<file path="src/source/rotator_pkg.sv">
// weight rotator package: shared sizes, word and count types, FSM state enums.
`default_nettype none

package rotator_pkg;

  // ######################################################################
  // sizes.
  localparam int WORD_WIDTH       = 32;
  localparam int KH_MAX           = 3;
  localparam int CIN_MAX          = 8;
  localparam int COLS_MAX         = 4;
  localparam int BLOCKS_MAX       = 4;
  localparam int CONFIG_BEATS_KXK = 3;  // k x k kernel.
  localparam int CONFIG_BEATS_1X1 = 2;  // 1 x 1 kernel.
  localparam int BANK_DEPTH       = KH_MAX * CIN_MAX + CONFIG_BEATS_KXK;

  localparam int ADDR_WIDTH   = $clog2(BANK_DEPTH);
  localparam int KH_WIDTH     = $clog2(KH_MAX);
  localparam int CIN_WIDTH    = $clog2(CIN_MAX);
  localparam int COLS_WIDTH   = $clog2(COLS_MAX);
  localparam int BLOCKS_WIDTH = $clog2(BLOCKS_MAX);
  localparam int HDR_WIDTH    = KH_WIDTH + CIN_WIDTH + COLS_WIDTH + BLOCKS_WIDTH;

  // widest of the four count fields.
  localparam int COUNT_WIDTH_A = (KH_WIDTH > CIN_WIDTH) ? KH_WIDTH : CIN_WIDTH;
  localparam int COUNT_WIDTH_B = (COLS_WIDTH > BLOCKS_WIDTH) ? COLS_WIDTH : BLOCKS_WIDTH;
  localparam int COUNT_WIDTH   = (COUNT_WIDTH_A > COUNT_WIDTH_B) ? COUNT_WIDTH_A : COUNT_WIDTH_B;

  // output sideband bits.
  localparam int TUSER_WIDTH           = 4;
  localparam int TUSER_IS_CONFIG       = 0;
  localparam int TUSER_IS_CIN_LAST     = 1;
  localparam int TUSER_IS_TOP_BLOCK    = 2;
  localparam int TUSER_IS_BOTTOM_BLOCK = 3;

  // ######################################################################
  // types.
  typedef logic [WORD_WIDTH-1:0]   word_t;
  typedef logic [ADDR_WIDTH-1:0]   addr_t;
  typedef logic [KH_WIDTH-1:0]     kh_t;      // count minus one.
  typedef logic [CIN_WIDTH-1:0]    cin_t;
  typedef logic [COLS_WIDTH-1:0]   cols_t;
  typedef logic [BLOCKS_WIDTH-1:0] blocks_t;

  typedef enum logic [1:0] {L_IDLE, L_GET_HEADER, L_WRITE, L_COMMIT} load_state_t;
  typedef enum logic [1:0] {R_IDLE, R_PASS_CONFIG, R_READ, R_RELEASE} seq_state_t;

endpackage

`default_nettype wire

</file>
<file path="src/source/weight_loader.sv">
// weight loader: takes one frame from the input stream and writes it into the free bank.
`default_nettype none

module weight_loader (
  input  wire logic                 i_aclk,
  input  wire logic                 i_reset,
  input  wire logic                 i_s_tvalid,
  input  wire rotator_pkg::word_t   i_s_tdata,
  input  wire logic                 i_s_tlast,
  output logic                      o_s_tready,
  input  wire logic                 i_wr_free,
  output logic                      o_hdr_we,
  output rotator_pkg::kh_t          o_hdr_kh_1,
  output rotator_pkg::cin_t         o_hdr_cin_1,
  output rotator_pkg::cols_t        o_hdr_cols_1,
  output rotator_pkg::blocks_t      o_hdr_blocks_1,
  output logic                      o_wr_en,
  output rotator_pkg::addr_t        o_wr_addr,
  output rotator_pkg::word_t        o_wr_data,
  output logic                      o_commit
);

  rotator_pkg::load_state_t state;
  rotator_pkg::addr_t       wr_addr;
  rotator_pkg::addr_t       last_addr;       // address of the frame's final beat.
  rotator_pkg::addr_t       last_addr_next;
  rotator_pkg::addr_t       cfg_beats;
  logic                     s_handshake;

  // header unpack, kh in the lowest bits.
  assign {o_hdr_blocks_1, o_hdr_cols_1, o_hdr_cin_1, o_hdr_kh_1} =
      i_s_tdata[rotator_pkg::HDR_WIDTH-1:0];

  // config beats plus kh*cin weights, minus one.
  always_comb begin
    cfg_beats = (o_hdr_kh_1 == '0) ? rotator_pkg::addr_t'(rotator_pkg::CONFIG_BEATS_1X1)
                                   : rotator_pkg::addr_t'(rotator_pkg::CONFIG_BEATS_KXK);
    last_addr_next = cfg_beats
                   + (rotator_pkg::addr_t'(o_hdr_kh_1) + rotator_pkg::addr_t'(1))
                   * (rotator_pkg::addr_t'(o_hdr_cin_1) + rotator_pkg::addr_t'(1))
                   - rotator_pkg::addr_t'(1);
  end

  assign o_s_tready  = (state == rotator_pkg::L_GET_HEADER) || (state == rotator_pkg::L_WRITE);
  assign s_handshake = i_s_tvalid && o_s_tready;

  assign o_hdr_we  = (state == rotator_pkg::L_GET_HEADER) && s_handshake;
  assign o_wr_en   = (state == rotator_pkg::L_WRITE) && s_handshake;
  assign o_wr_addr = wr_addr;
  assign o_wr_data = i_s_tdata;
  assign o_commit  = (state == rotator_pkg::L_COMMIT);  // single cycle.

  // ######################################################################
  // write FSM.
  always_ff @(posedge i_aclk) begin
    if (i_reset) begin
      state   <= rotator_pkg::L_IDLE;
      wr_addr <= '0;
    end else begin
      unique case (state)
        rotator_pkg::L_IDLE: begin
          if (i_wr_free) state <= rotator_pkg::L_GET_HEADER;
        end
        rotator_pkg::L_GET_HEADER: begin
          if (s_handshake) begin
            state   <= rotator_pkg::L_WRITE;
            wr_addr <= '0;
          end
        end
        rotator_pkg::L_WRITE: begin
          if (s_handshake) begin
            wr_addr <= wr_addr + rotator_pkg::addr_t'(1);
            if (i_s_tlast) state <= rotator_pkg::L_COMMIT;
          end
        end
        rotator_pkg::L_COMMIT: state <= rotator_pkg::L_IDLE;
        default: state <= rotator_pkg::L_IDLE;
      endcase
    end
  end

  always_ff @(posedge i_aclk) begin
    if (o_hdr_we) last_addr <= last_addr_next;
  end

  // the sender's tlast must agree with the extent given in its own header.
  a_tlast_at_extent: assert property (@(posedge i_aclk) disable iff (i_reset)
    o_wr_en |-> (i_s_tlast == (wr_addr == last_addr)))
    else $error("input tlast does not match header extent");

endmodule

`default_nettype wire

</file>
<file path="src/source/weight_bank.sv">
// weight bank store: two register-array banks with headers, full flags and ping-pong indices.
`default_nettype none

module weight_bank #(
  parameter int BANK_DEPTH = 32
) (
  input  wire logic                          i_aclk,
  input  wire logic                          i_reset,
  input  wire logic                          i_hdr_we,
  input  wire rotator_pkg::kh_t              i_hdr_kh_1,
  input  wire rotator_pkg::cin_t             i_hdr_cin_1,
  input  wire rotator_pkg::cols_t            i_hdr_cols_1,
  input  wire rotator_pkg::blocks_t          i_hdr_blocks_1,
  input  wire logic                          i_wr_en,
  input  wire logic [$clog2(BANK_DEPTH)-1:0] i_wr_addr,
  input  wire rotator_pkg::word_t            i_wr_data,
  input  wire logic                          i_commit,
  input  wire logic [$clog2(BANK_DEPTH)-1:0] i_rd_addr,
  input  wire logic                          i_release,
  output logic                               o_wr_free,
  output logic                               o_rd_full,
  output rotator_pkg::kh_t                   o_rd_kh_1,
  output rotator_pkg::cin_t                  o_rd_cin_1,
  output rotator_pkg::cols_t                 o_rd_cols_1,
  output rotator_pkg::blocks_t               o_rd_blocks_1,
  output rotator_pkg::word_t                 o_rd_data
);

  rotator_pkg::word_t   mem       [2][BANK_DEPTH];
  rotator_pkg::kh_t     kh_1      [2];
  rotator_pkg::cin_t    cin_1     [2];
  rotator_pkg::cols_t   cols_1    [2];
  rotator_pkg::blocks_t blocks_1  [2];
  logic [1:0]           full;
  logic                 wr_idx;   // bank owned by the loader.
  logic                 rd_idx;   // bank owned by the sequencer.

  always_ff @(posedge i_aclk) begin
    if (i_wr_en) mem[wr_idx][i_wr_addr] <= i_wr_data;
    if (i_hdr_we) begin
      kh_1[wr_idx]     <= i_hdr_kh_1;
      cin_1[wr_idx]    <= i_hdr_cin_1;
      cols_1[wr_idx]   <= i_hdr_cols_1;
      blocks_1[wr_idx] <= i_hdr_blocks_1;
    end
  end

  // ownership hand-off.
  always_ff @(posedge i_aclk) begin
    if (i_reset) begin
      full   <= '0;
      wr_idx <= 1'b0;
      rd_idx <= 1'b0;
    end else begin
      if (i_commit) begin
        full[wr_idx] <= 1'b1;
        wr_idx       <= ~wr_idx;
      end
      if (i_release) begin
        full[rd_idx] <= 1'b0;
        rd_idx       <= ~rd_idx;
      end
    end
  end

  assign o_wr_free     = ~full[wr_idx];
  assign o_rd_full     = full[rd_idx];
  assign o_rd_kh_1     = kh_1[rd_idx];
  assign o_rd_cin_1    = cin_1[rd_idx];
  assign o_rd_cols_1   = cols_1[rd_idx];
  assign o_rd_blocks_1 = blocks_1[rd_idx];
  assign o_rd_data     = mem[rd_idx][i_rd_addr];  // asynchronous read.

  a_no_write_full: assert property (@(posedge i_aclk) disable iff (i_reset)
    (i_wr_en || i_hdr_we || i_commit) |-> !full[wr_idx])
    else $error("loader wrote into a bank that holds an unread frame");

  a_no_release_empty: assert property (@(posedge i_aclk) disable iff (i_reset)
    i_release |-> full[rd_idx])
    else $error("sequencer released an empty bank");

endmodule

`default_nettype wire

</file>
<file path="src/source/rotation_sequencer.sv">
// rotation sequencer: sends a bank's config beats once, then replays its weights cols*blocks times.
`default_nettype none

module rotation_sequencer (
  input  wire logic                           i_aclk,
  input  wire logic                           i_reset,
  input  wire logic                           i_rd_full,
  input  wire rotator_pkg::kh_t               i_kh_1,
  input  wire rotator_pkg::cin_t              i_cin_1,
  input  wire rotator_pkg::cols_t             i_cols_1,
  input  wire rotator_pkg::blocks_t           i_blocks_1,
  input  wire rotator_pkg::word_t             i_rd_data,
  input  wire logic                           i_m_tready,
  output rotator_pkg::addr_t                  o_rd_addr,
  output logic                                o_release,
  output logic                                o_m_tvalid,
  output rotator_pkg::word_t                  o_m_tdata,
  output logic                                o_m_tlast,
  output logic [rotator_pkg::TUSER_WIDTH-1:0] o_m_tuser
);

  localparam int CFG_WIDTH = $clog2(rotator_pkg::CONFIG_BEATS_KXK + 1);
  localparam int CW        = rotator_pkg::COUNT_WIDTH;

  // counter levels, innermost first.
  localparam int KH     = 0;
  localparam int CIN    = 1;
  localparam int COLS   = 2;
  localparam int BLOCKS = 3;

  rotator_pkg::seq_state_t state;
  rotator_pkg::addr_t      rd_addr;
  rotator_pkg::addr_t      wt_first;   // first weight address, equals the config count.
  logic [CFG_WIDTH-1:0]    cfg_cnt;
  logic [3:0][CW-1:0]      cnt;
  logic [3:0][CW-1:0]      cnt_max;
  logic [3:0]              cnt_last;
  logic [3:0]              cnt_en;
  logic                    m_handshake;
  logic                    in_read;
  logic                    group_done;

  assign wt_first = (i_kh_1 == '0) ? rotator_pkg::addr_t'(rotator_pkg::CONFIG_BEATS_1X1)
                                   : rotator_pkg::addr_t'(rotator_pkg::CONFIG_BEATS_KXK);

  assign cnt_max[KH]     = CW'(i_kh_1);
  assign cnt_max[CIN]    = CW'(i_cin_1);
  assign cnt_max[COLS]   = CW'(i_cols_1);
  assign cnt_max[BLOCKS] = CW'(i_blocks_1);

  assign in_read     = (state == rotator_pkg::R_READ);
  assign m_handshake = o_m_tvalid && i_m_tready;
  assign group_done  = cnt_last[KH] && cnt_last[CIN];  // one pass over kh*cin.

  // each level steps when every level inside it wraps.
  assign cnt_en[KH]     = in_read && m_handshake;
  assign cnt_en[CIN]    = cnt_en[KH] && cnt_last[KH];
  assign cnt_en[COLS]   = cnt_en[CIN] && cnt_last[CIN];
  assign cnt_en[BLOCKS] = cnt_en[COLS] && cnt_last[COLS];

  // ######################################################################
  // read FSM and nested down-counters.
  always_ff @(posedge i_aclk) begin
    if (i_reset) begin
      state    <= rotator_pkg::R_IDLE;
      rd_addr  <= '0;
      cfg_cnt  <= '0;
      cnt      <= '0;
      cnt_last <= '0;
    end else begin
      unique case (state)
        rotator_pkg::R_IDLE: begin
          rd_addr <= '0;
          cfg_cnt <= CFG_WIDTH'(wt_first - rotator_pkg::addr_t'(1));
          for (int i = 0; i < 4; i++) begin
            cnt[i]      <= cnt_max[i];
            cnt_last[i] <= (cnt_max[i] == '0);
          end
          if (i_rd_full) state <= rotator_pkg::R_PASS_CONFIG;
        end
        rotator_pkg::R_PASS_CONFIG: begin
          if (m_handshake) begin
            rd_addr <= rd_addr + rotator_pkg::addr_t'(1);  // lands on wt_first.
            if (cfg_cnt == '0) state <= rotator_pkg::R_READ;
            else cfg_cnt <= cfg_cnt - CFG_WIDTH'(1);
          end
        end
        rotator_pkg::R_READ: begin
          if (m_handshake) begin
            rd_addr <= group_done ? wt_first : rd_addr + rotator_pkg::addr_t'(1);
            for (int i = 0; i < 4; i++) begin
              if (cnt_en[i]) begin
                if (cnt_last[i]) begin
                  cnt[i]      <= cnt_max[i];
                  cnt_last[i] <= (cnt_max[i] == '0);
                end else begin
                  cnt[i]      <= cnt[i] - CW'(1);
                  cnt_last[i] <= (cnt[i] == CW'(1));
                end
              end
            end
            if (&cnt_last) state <= rotator_pkg::R_RELEASE;
          end
        end
        rotator_pkg::R_RELEASE: state <= rotator_pkg::R_IDLE;
        default: state <= rotator_pkg::R_IDLE;
      endcase
    end
  end

  assign o_rd_addr = rd_addr;
  assign o_release = (state == rotator_pkg::R_RELEASE);

  // ######################################################################
  // output stream.
  assign o_m_tvalid = (state == rotator_pkg::R_PASS_CONFIG) || in_read;
  assign o_m_tdata  = i_rd_data;
  assign o_m_tlast  = in_read && (&cnt_last);

  assign o_m_tuser[rotator_pkg::TUSER_IS_CONFIG]       = (state == rotator_pkg::R_PASS_CONFIG);
  assign o_m_tuser[rotator_pkg::TUSER_IS_CIN_LAST]     = in_read && group_done;
  assign o_m_tuser[rotator_pkg::TUSER_IS_TOP_BLOCK]    = in_read && (cnt[BLOCKS] == cnt_max[BLOCKS]);
  assign o_m_tuser[rotator_pkg::TUSER_IS_BOTTOM_BLOCK] = in_read && cnt_last[BLOCKS];

  // a stalled beat stays put, data from the bank included.
  a_stall_hold: assert property (@(posedge i_aclk) disable iff (i_reset)
    (o_m_tvalid && !i_m_tready) |=>
      (o_m_tvalid && $stable(o_m_tdata) && $stable(o_m_tlast) && $stable(o_m_tuser)))
    else $error("output beat changed while stalled");

endmodule

`default_nettype wire

</file>
<file path="src/source/weight_rotator.sv">
// weight rotator top: loader, dual bank store and rotation sequencer between two streams.
`default_nettype none

module weight_rotator (
  input  wire logic                           i_aclk,
  input  wire logic                           i_reset,
  input  wire logic                           i_s_tvalid,
  input  wire rotator_pkg::word_t             i_s_tdata,
  input  wire logic                           i_s_tlast,
  output logic                                o_s_tready,
  input  wire logic                           i_m_tready,
  output logic                                o_m_tvalid,
  output rotator_pkg::word_t                  o_m_tdata,
  output logic                                o_m_tlast,
  output logic [rotator_pkg::TUSER_WIDTH-1:0] o_m_tuser
);

  // write side.
  logic                 hdr_we;
  rotator_pkg::kh_t     hdr_kh_1;
  rotator_pkg::cin_t    hdr_cin_1;
  rotator_pkg::cols_t   hdr_cols_1;
  rotator_pkg::blocks_t hdr_blocks_1;
  logic                 wr_en;
  rotator_pkg::addr_t   wr_addr;
  rotator_pkg::word_t   wr_data;
  logic                 commit;
  logic                 wr_free;

  // read side.
  logic                 rd_full;
  rotator_pkg::kh_t     rd_kh_1;
  rotator_pkg::cin_t    rd_cin_1;
  rotator_pkg::cols_t   rd_cols_1;
  rotator_pkg::blocks_t rd_blocks_1;
  rotator_pkg::addr_t   rd_addr;
  rotator_pkg::word_t   rd_data;
  logic                 release_bank;

  weight_loader u_loader (
    .i_aclk(i_aclk), .i_reset(i_reset),
    .i_s_tvalid(i_s_tvalid), .i_s_tdata(i_s_tdata), .i_s_tlast(i_s_tlast),
    .o_s_tready(o_s_tready), .i_wr_free(wr_free),
    .o_hdr_we(hdr_we), .o_hdr_kh_1(hdr_kh_1), .o_hdr_cin_1(hdr_cin_1),
    .o_hdr_cols_1(hdr_cols_1), .o_hdr_blocks_1(hdr_blocks_1),
    .o_wr_en(wr_en), .o_wr_addr(wr_addr), .o_wr_data(wr_data), .o_commit(commit)
  );

  weight_bank #(.BANK_DEPTH(rotator_pkg::BANK_DEPTH)) u_bank (
    .i_aclk(i_aclk), .i_reset(i_reset),
    .i_hdr_we(hdr_we), .i_hdr_kh_1(hdr_kh_1), .i_hdr_cin_1(hdr_cin_1),
    .i_hdr_cols_1(hdr_cols_1), .i_hdr_blocks_1(hdr_blocks_1),
    .i_wr_en(wr_en), .i_wr_addr(wr_addr), .i_wr_data(wr_data), .i_commit(commit),
    .i_rd_addr(rd_addr), .i_release(release_bank),
    .o_wr_free(wr_free), .o_rd_full(rd_full),
    .o_rd_kh_1(rd_kh_1), .o_rd_cin_1(rd_cin_1), .o_rd_cols_1(rd_cols_1),
    .o_rd_blocks_1(rd_blocks_1), .o_rd_data(rd_data)
  );

  rotation_sequencer u_sequencer (
    .i_aclk(i_aclk), .i_reset(i_reset), .i_rd_full(rd_full),
    .i_kh_1(rd_kh_1), .i_cin_1(rd_cin_1), .i_cols_1(rd_cols_1), .i_blocks_1(rd_blocks_1),
    .i_rd_data(rd_data), .i_m_tready(i_m_tready),
    .o_rd_addr(rd_addr), .o_release(release_bank),
    .o_m_tvalid(o_m_tvalid), .o_m_tdata(o_m_tdata), .o_m_tlast(o_m_tlast),
    .o_m_tuser(o_m_tuser)
  );

endmodule

`default_nettype wire

</file>
<file path="config.mk">
export PLATFORM = sky130hd
export DESIGN_NAME = weight_rotator
export DESIGN_NICKNAME = d
export VERILOG_FILES = /design/src/source/rotator_pkg.sv /design/src/source/weight_loader.sv /design/src/source/weight_bank.sv /design/src/source/rotation_sequencer.sv /design/src/source/weight_rotator.sv
export SDC_FILE = /design/constraint.sdc
export NUM_CORES = 2
export LEC_CHECK = 0
export BUFFER_PORTS_ARGS = -buffer_cell sky130_fd_sc_hd__clkbuf_2
export CORE_MARGIN = 2
export CORE_UTILIZATION = 30
export DETAILED_ROUTE_END_ITERATION = 8
export MAX_ROUTING_LAYER = met4
export SLEW_MARGIN = 0
export SYNTH_ARGS = -nofsm -noshare
export SYNTH_HDL_FRONTEND = slang
export SYNTH_HIERARCHICAL = 1
export SYNTH_SLANG_ARGS = --single-unit
</file>
<file path="constraint.sdc">
create_clock -name i_aclk -period 5.78 [get_ports i_aclk]
set_input_delay 1.156 -clock i_aclk [delete_from_list [all_inputs] [get_ports i_aclk]]
set_output_delay 1.156 -clock i_aclk [all_outputs]
set_load 0.05 [all_outputs]
</file>
==> results by group <==
STA
  • Min Tclk post-route: roughly 5400 ps
  • Final hold violation count: 0
  • Clk_skew: about 20 ps
  • Worst Hold Margin: 461 ps
  • Sum Neg Setup Slack: 0 ps
  • # setup viols final: 0
  • Slew HR: 18.2%
  • RSZ-0062 raised after global routing: false
  • Actual slew at the worst max-slew pin: around 1200 ps
  • Fmax: between 0.15 and 0.2 GHz
  • Final period utilization: 94.0%
  • Max Slew Vio Count: 0

Critical path
  • CP Capture Type: primary output
  • CP top delay family: buffers and inverters
  • Startpoint types: register
  • WP buf/inv: 4
  • Largest stage delay, worst path: 830 ps
  • Cell mode on critical path: buf_4
  • Worst setup path start: u_sequencer/o_rd_addr[0]
  • WP data required: ~4600 ps
  • FF-to-FF Start: u_loader/state[0]
  • Worst Path Max Fanout: 41
  • Highest-delay cell along the critical path: dfxtp_4
  • Worst EP arrival: 4280 ps
  • CP Cell Sequence: buf_12, buf_4, buf_4, mux4_2, mux2i_1, o22ai_1, nor2_1, a21oi_1, clkbuf_2
  • Critical path type: register to primary output

Pwr
  • Total Power: 26.9 mW
  • Static leakage: 23.9 nW
  • PD cells: between 300 and 400 mW/mm2
  • Max VDD drop: about 0.00023 V

Drt
  • # DRC: 0
  • Via count: 34.0k
  • First-pass detailed-route iteration total: 5
  • Initial drt markers: 3644
  • Routed Antenna Nets: 0
  • Via density: just over 5
  • Avg WL per Cell: 26.5 um
  • Routed wire length: 175000 um

Global routing
  • Largest net degree at the start of global routing: 64
  • Number of global-route vias before repair: 34.0k
  • Initial antenna violation count: 9
  • Grt ovf: 0
  • Total GRT Usage: 15.0%
  • Global-route wire length before repair: 250000 um

Hold path
  • Hold path start: u_sequencer/cnt[4]
  • Hold crit path type: register to register

Finish
  • Layout area overhead: 14.4%
  • Finished Cell Area: about 0.080 mm2
  • Fillers: 21.1k
  • Layout Nets: ~3.5k
  • Final design utilization: 34.6%
  • Fraction of layout cells with a size suffix above 1: 26.9%

Placement
  • Area after DPL: 0.0742 mm2
  • PortBufs: 75
  • RD Place Congestion: 0.777
  • Dpl hpwl: ~98000 um

Clock tree
  • Clk buf depth: 3
  • Post-CTS Hold Buffers: 0
  • Clock latency on the worst-skew pair: 790 ps
  • TritonCTS clock tree: yes
  • TritonCTS buffer count: 174
  • Post-CTS Setup Inserts: 0
  • Clock sinks: between 1.5k and 2k
  • Worst-path clk slew: 60 ps
  • CTS Root Buffer Type: clkbuf_16
  • CTS H-tree depth: 4
  • CTS resizes: 0

Die
  • Total die area: approximately 0.24 mm2
  • DIE WIDTH: 486 um
  • I/O pins: 76
  • Die H: 486 um
  • Rows: 176
  • Initial core utilization: between 30% and 40%
  • Core region area: 0.231 mm2

Synthesis
  • Top cell type's share of synthesized area: roughly three quarters
  • Sequential fraction of the synthesis area: about 76%
  • Synth Register Bits: approximately 1.8k
  • Async set-reset flop share out of synthesis: 0%
  • Synth Flop Type: edfxtp_1
  • Number of synthesized flops with an enable pin: 1746
  • Number of distinct library cells after synthesis: 68
  • Top cells by area, synth: edfxtp_1 (75%), mux4_2 (14%), mux2i_1 (2.2%), buf_4 (1.1%), dfxtp_1 (1.1%)
  • Ys Warns: 6
  • Synthesized net count: between 3k and 4k
  • Synthesized area per cell: 21.2 um2
  • Post-Syn Instances: 3292
  • Synthesized area: approximately 0.070 mm2
  • Synth area leader: edfxtp_1

Outcome
  • Status: complete, no violations

Flow run
  • MaxCap Viol Count: 0
worst reg2reg max path: cells and delay by family (launching register included):
family	cells	cell delay, ps
simple gates	4	2370
fa+ha+maj	1	220
buf+inv	2	500
flops	1	340
final timing paths:
| check | to | slack, ps | cells after the start |
|---|---|---|---|
| worst max-delay path | o_m_tdata[27] | 350 | 9 |
| worst min-delay path | u_sequencer/cnt[4] | 460 | 2 |
| worst max register to register | u_bank/mem[0][760] | 2040 | 7 |
| worst min register to register | u_sequencer/cnt[4] | 460 | 2 |
cells in the mapped netlist, drive strengths merged, types with 9 or more instances:
library cell and count:
and2 9, a211oi 32, or3 10, nand2 87
mux2i 151, inv 24, o22ai 41, mux4 419
nor2b 39, nand2b 14, mux2 14, clkbuf 67
a21oi 76, dfxtp 37, o32a 9, nor3 13
nand3 23, o221ai 26, a22oi 22, edfxtp 1746
o21ai 49, nor2 110, ha 19, buf 174
final cells by class:
class / count / area, um2 / area share [%]
flip-flops and latches: 1783 / 53200 / 66.7
clock buffers: 212 / 4600 / 5.77
well taps: 3026 / 3790 / 4.75
diodes: 4 / 10.0 / 0.0126
multi-input cells: 1243 / 15400 / 19.3
repair buffers: 209 / 1710 / 2.14
inverters: 25 / 97.6 / 0.122
clock inverters: 110 / 906 / 1.14
logic make-up after synthesis:
logic type,count (synthesis),share of synthesized area (%)
DFF,1783,76.3
muxes,584,15.9
and+or+nand+nor,332,2.28
AOI/OAI and AO/OA,302,2.87
buffers and inverters,266,2.21
adders and majority gates,19,0.341
xor gates and xnor gates,6,0.0754
cell usage in the layout, fill, tap and decap left out, types with 39 or more instances in the layout:
cell type	netlist	layout
o22ai_1	41	41
clkinv_1	1	48
nand2_1	86	85
mux4_2	419	419
nor2_1	110	55
o21ai_0	47	47
nor2_4	0	54
edfxtp_1	1746	1746
a21oi_1	76	76
nor2b_1	39	39
clkbuf_2	0	74
clkbuf_16	0	178
buf_4	101	109
mux2i_1	151	151
power breakdown:
part           internal (mW)  leakage [nW]  switching [mW]  total (mW)
clock                   6.21          2.70            4.83        11.0
sequential              14.3          16.0          0.0753        14.4
combinational          0.512          5.18           0.954        1.47
per-stage QoR:
step                setup slack, ps  std cells
CTS                             197       6608
finish                          347       6612
global placement               1060       6286
global route                    127       6612
floorplan                       876       3292
detailed placement             1070       6286
registers in the layout, summed over array words and instances, names as in the netlist, 4 cells and up, named ones only:
register and count:
u_sequencer/cnt_last 4, u_sequencer/o_rd_addr 5, u_bank/cin_1 6, u_bank/mem 1728, u_sequencer/cnt 12, u_loader/o_wr_addr 5, u_bank/cols_1 4, u_bank/kh_1 4
u_bank/blocks_1 4
layer usage:
layer  GRT usage, %  wire [um]  vias up
met5              -          0        -
met4           3.58       3550        0
met3           2.69      12600      234
met2           23.6      84300     1291
met1           20.3      74500    18474
li1               -          -    13988
Note: power is estimated with default switching activity, not from simulation.
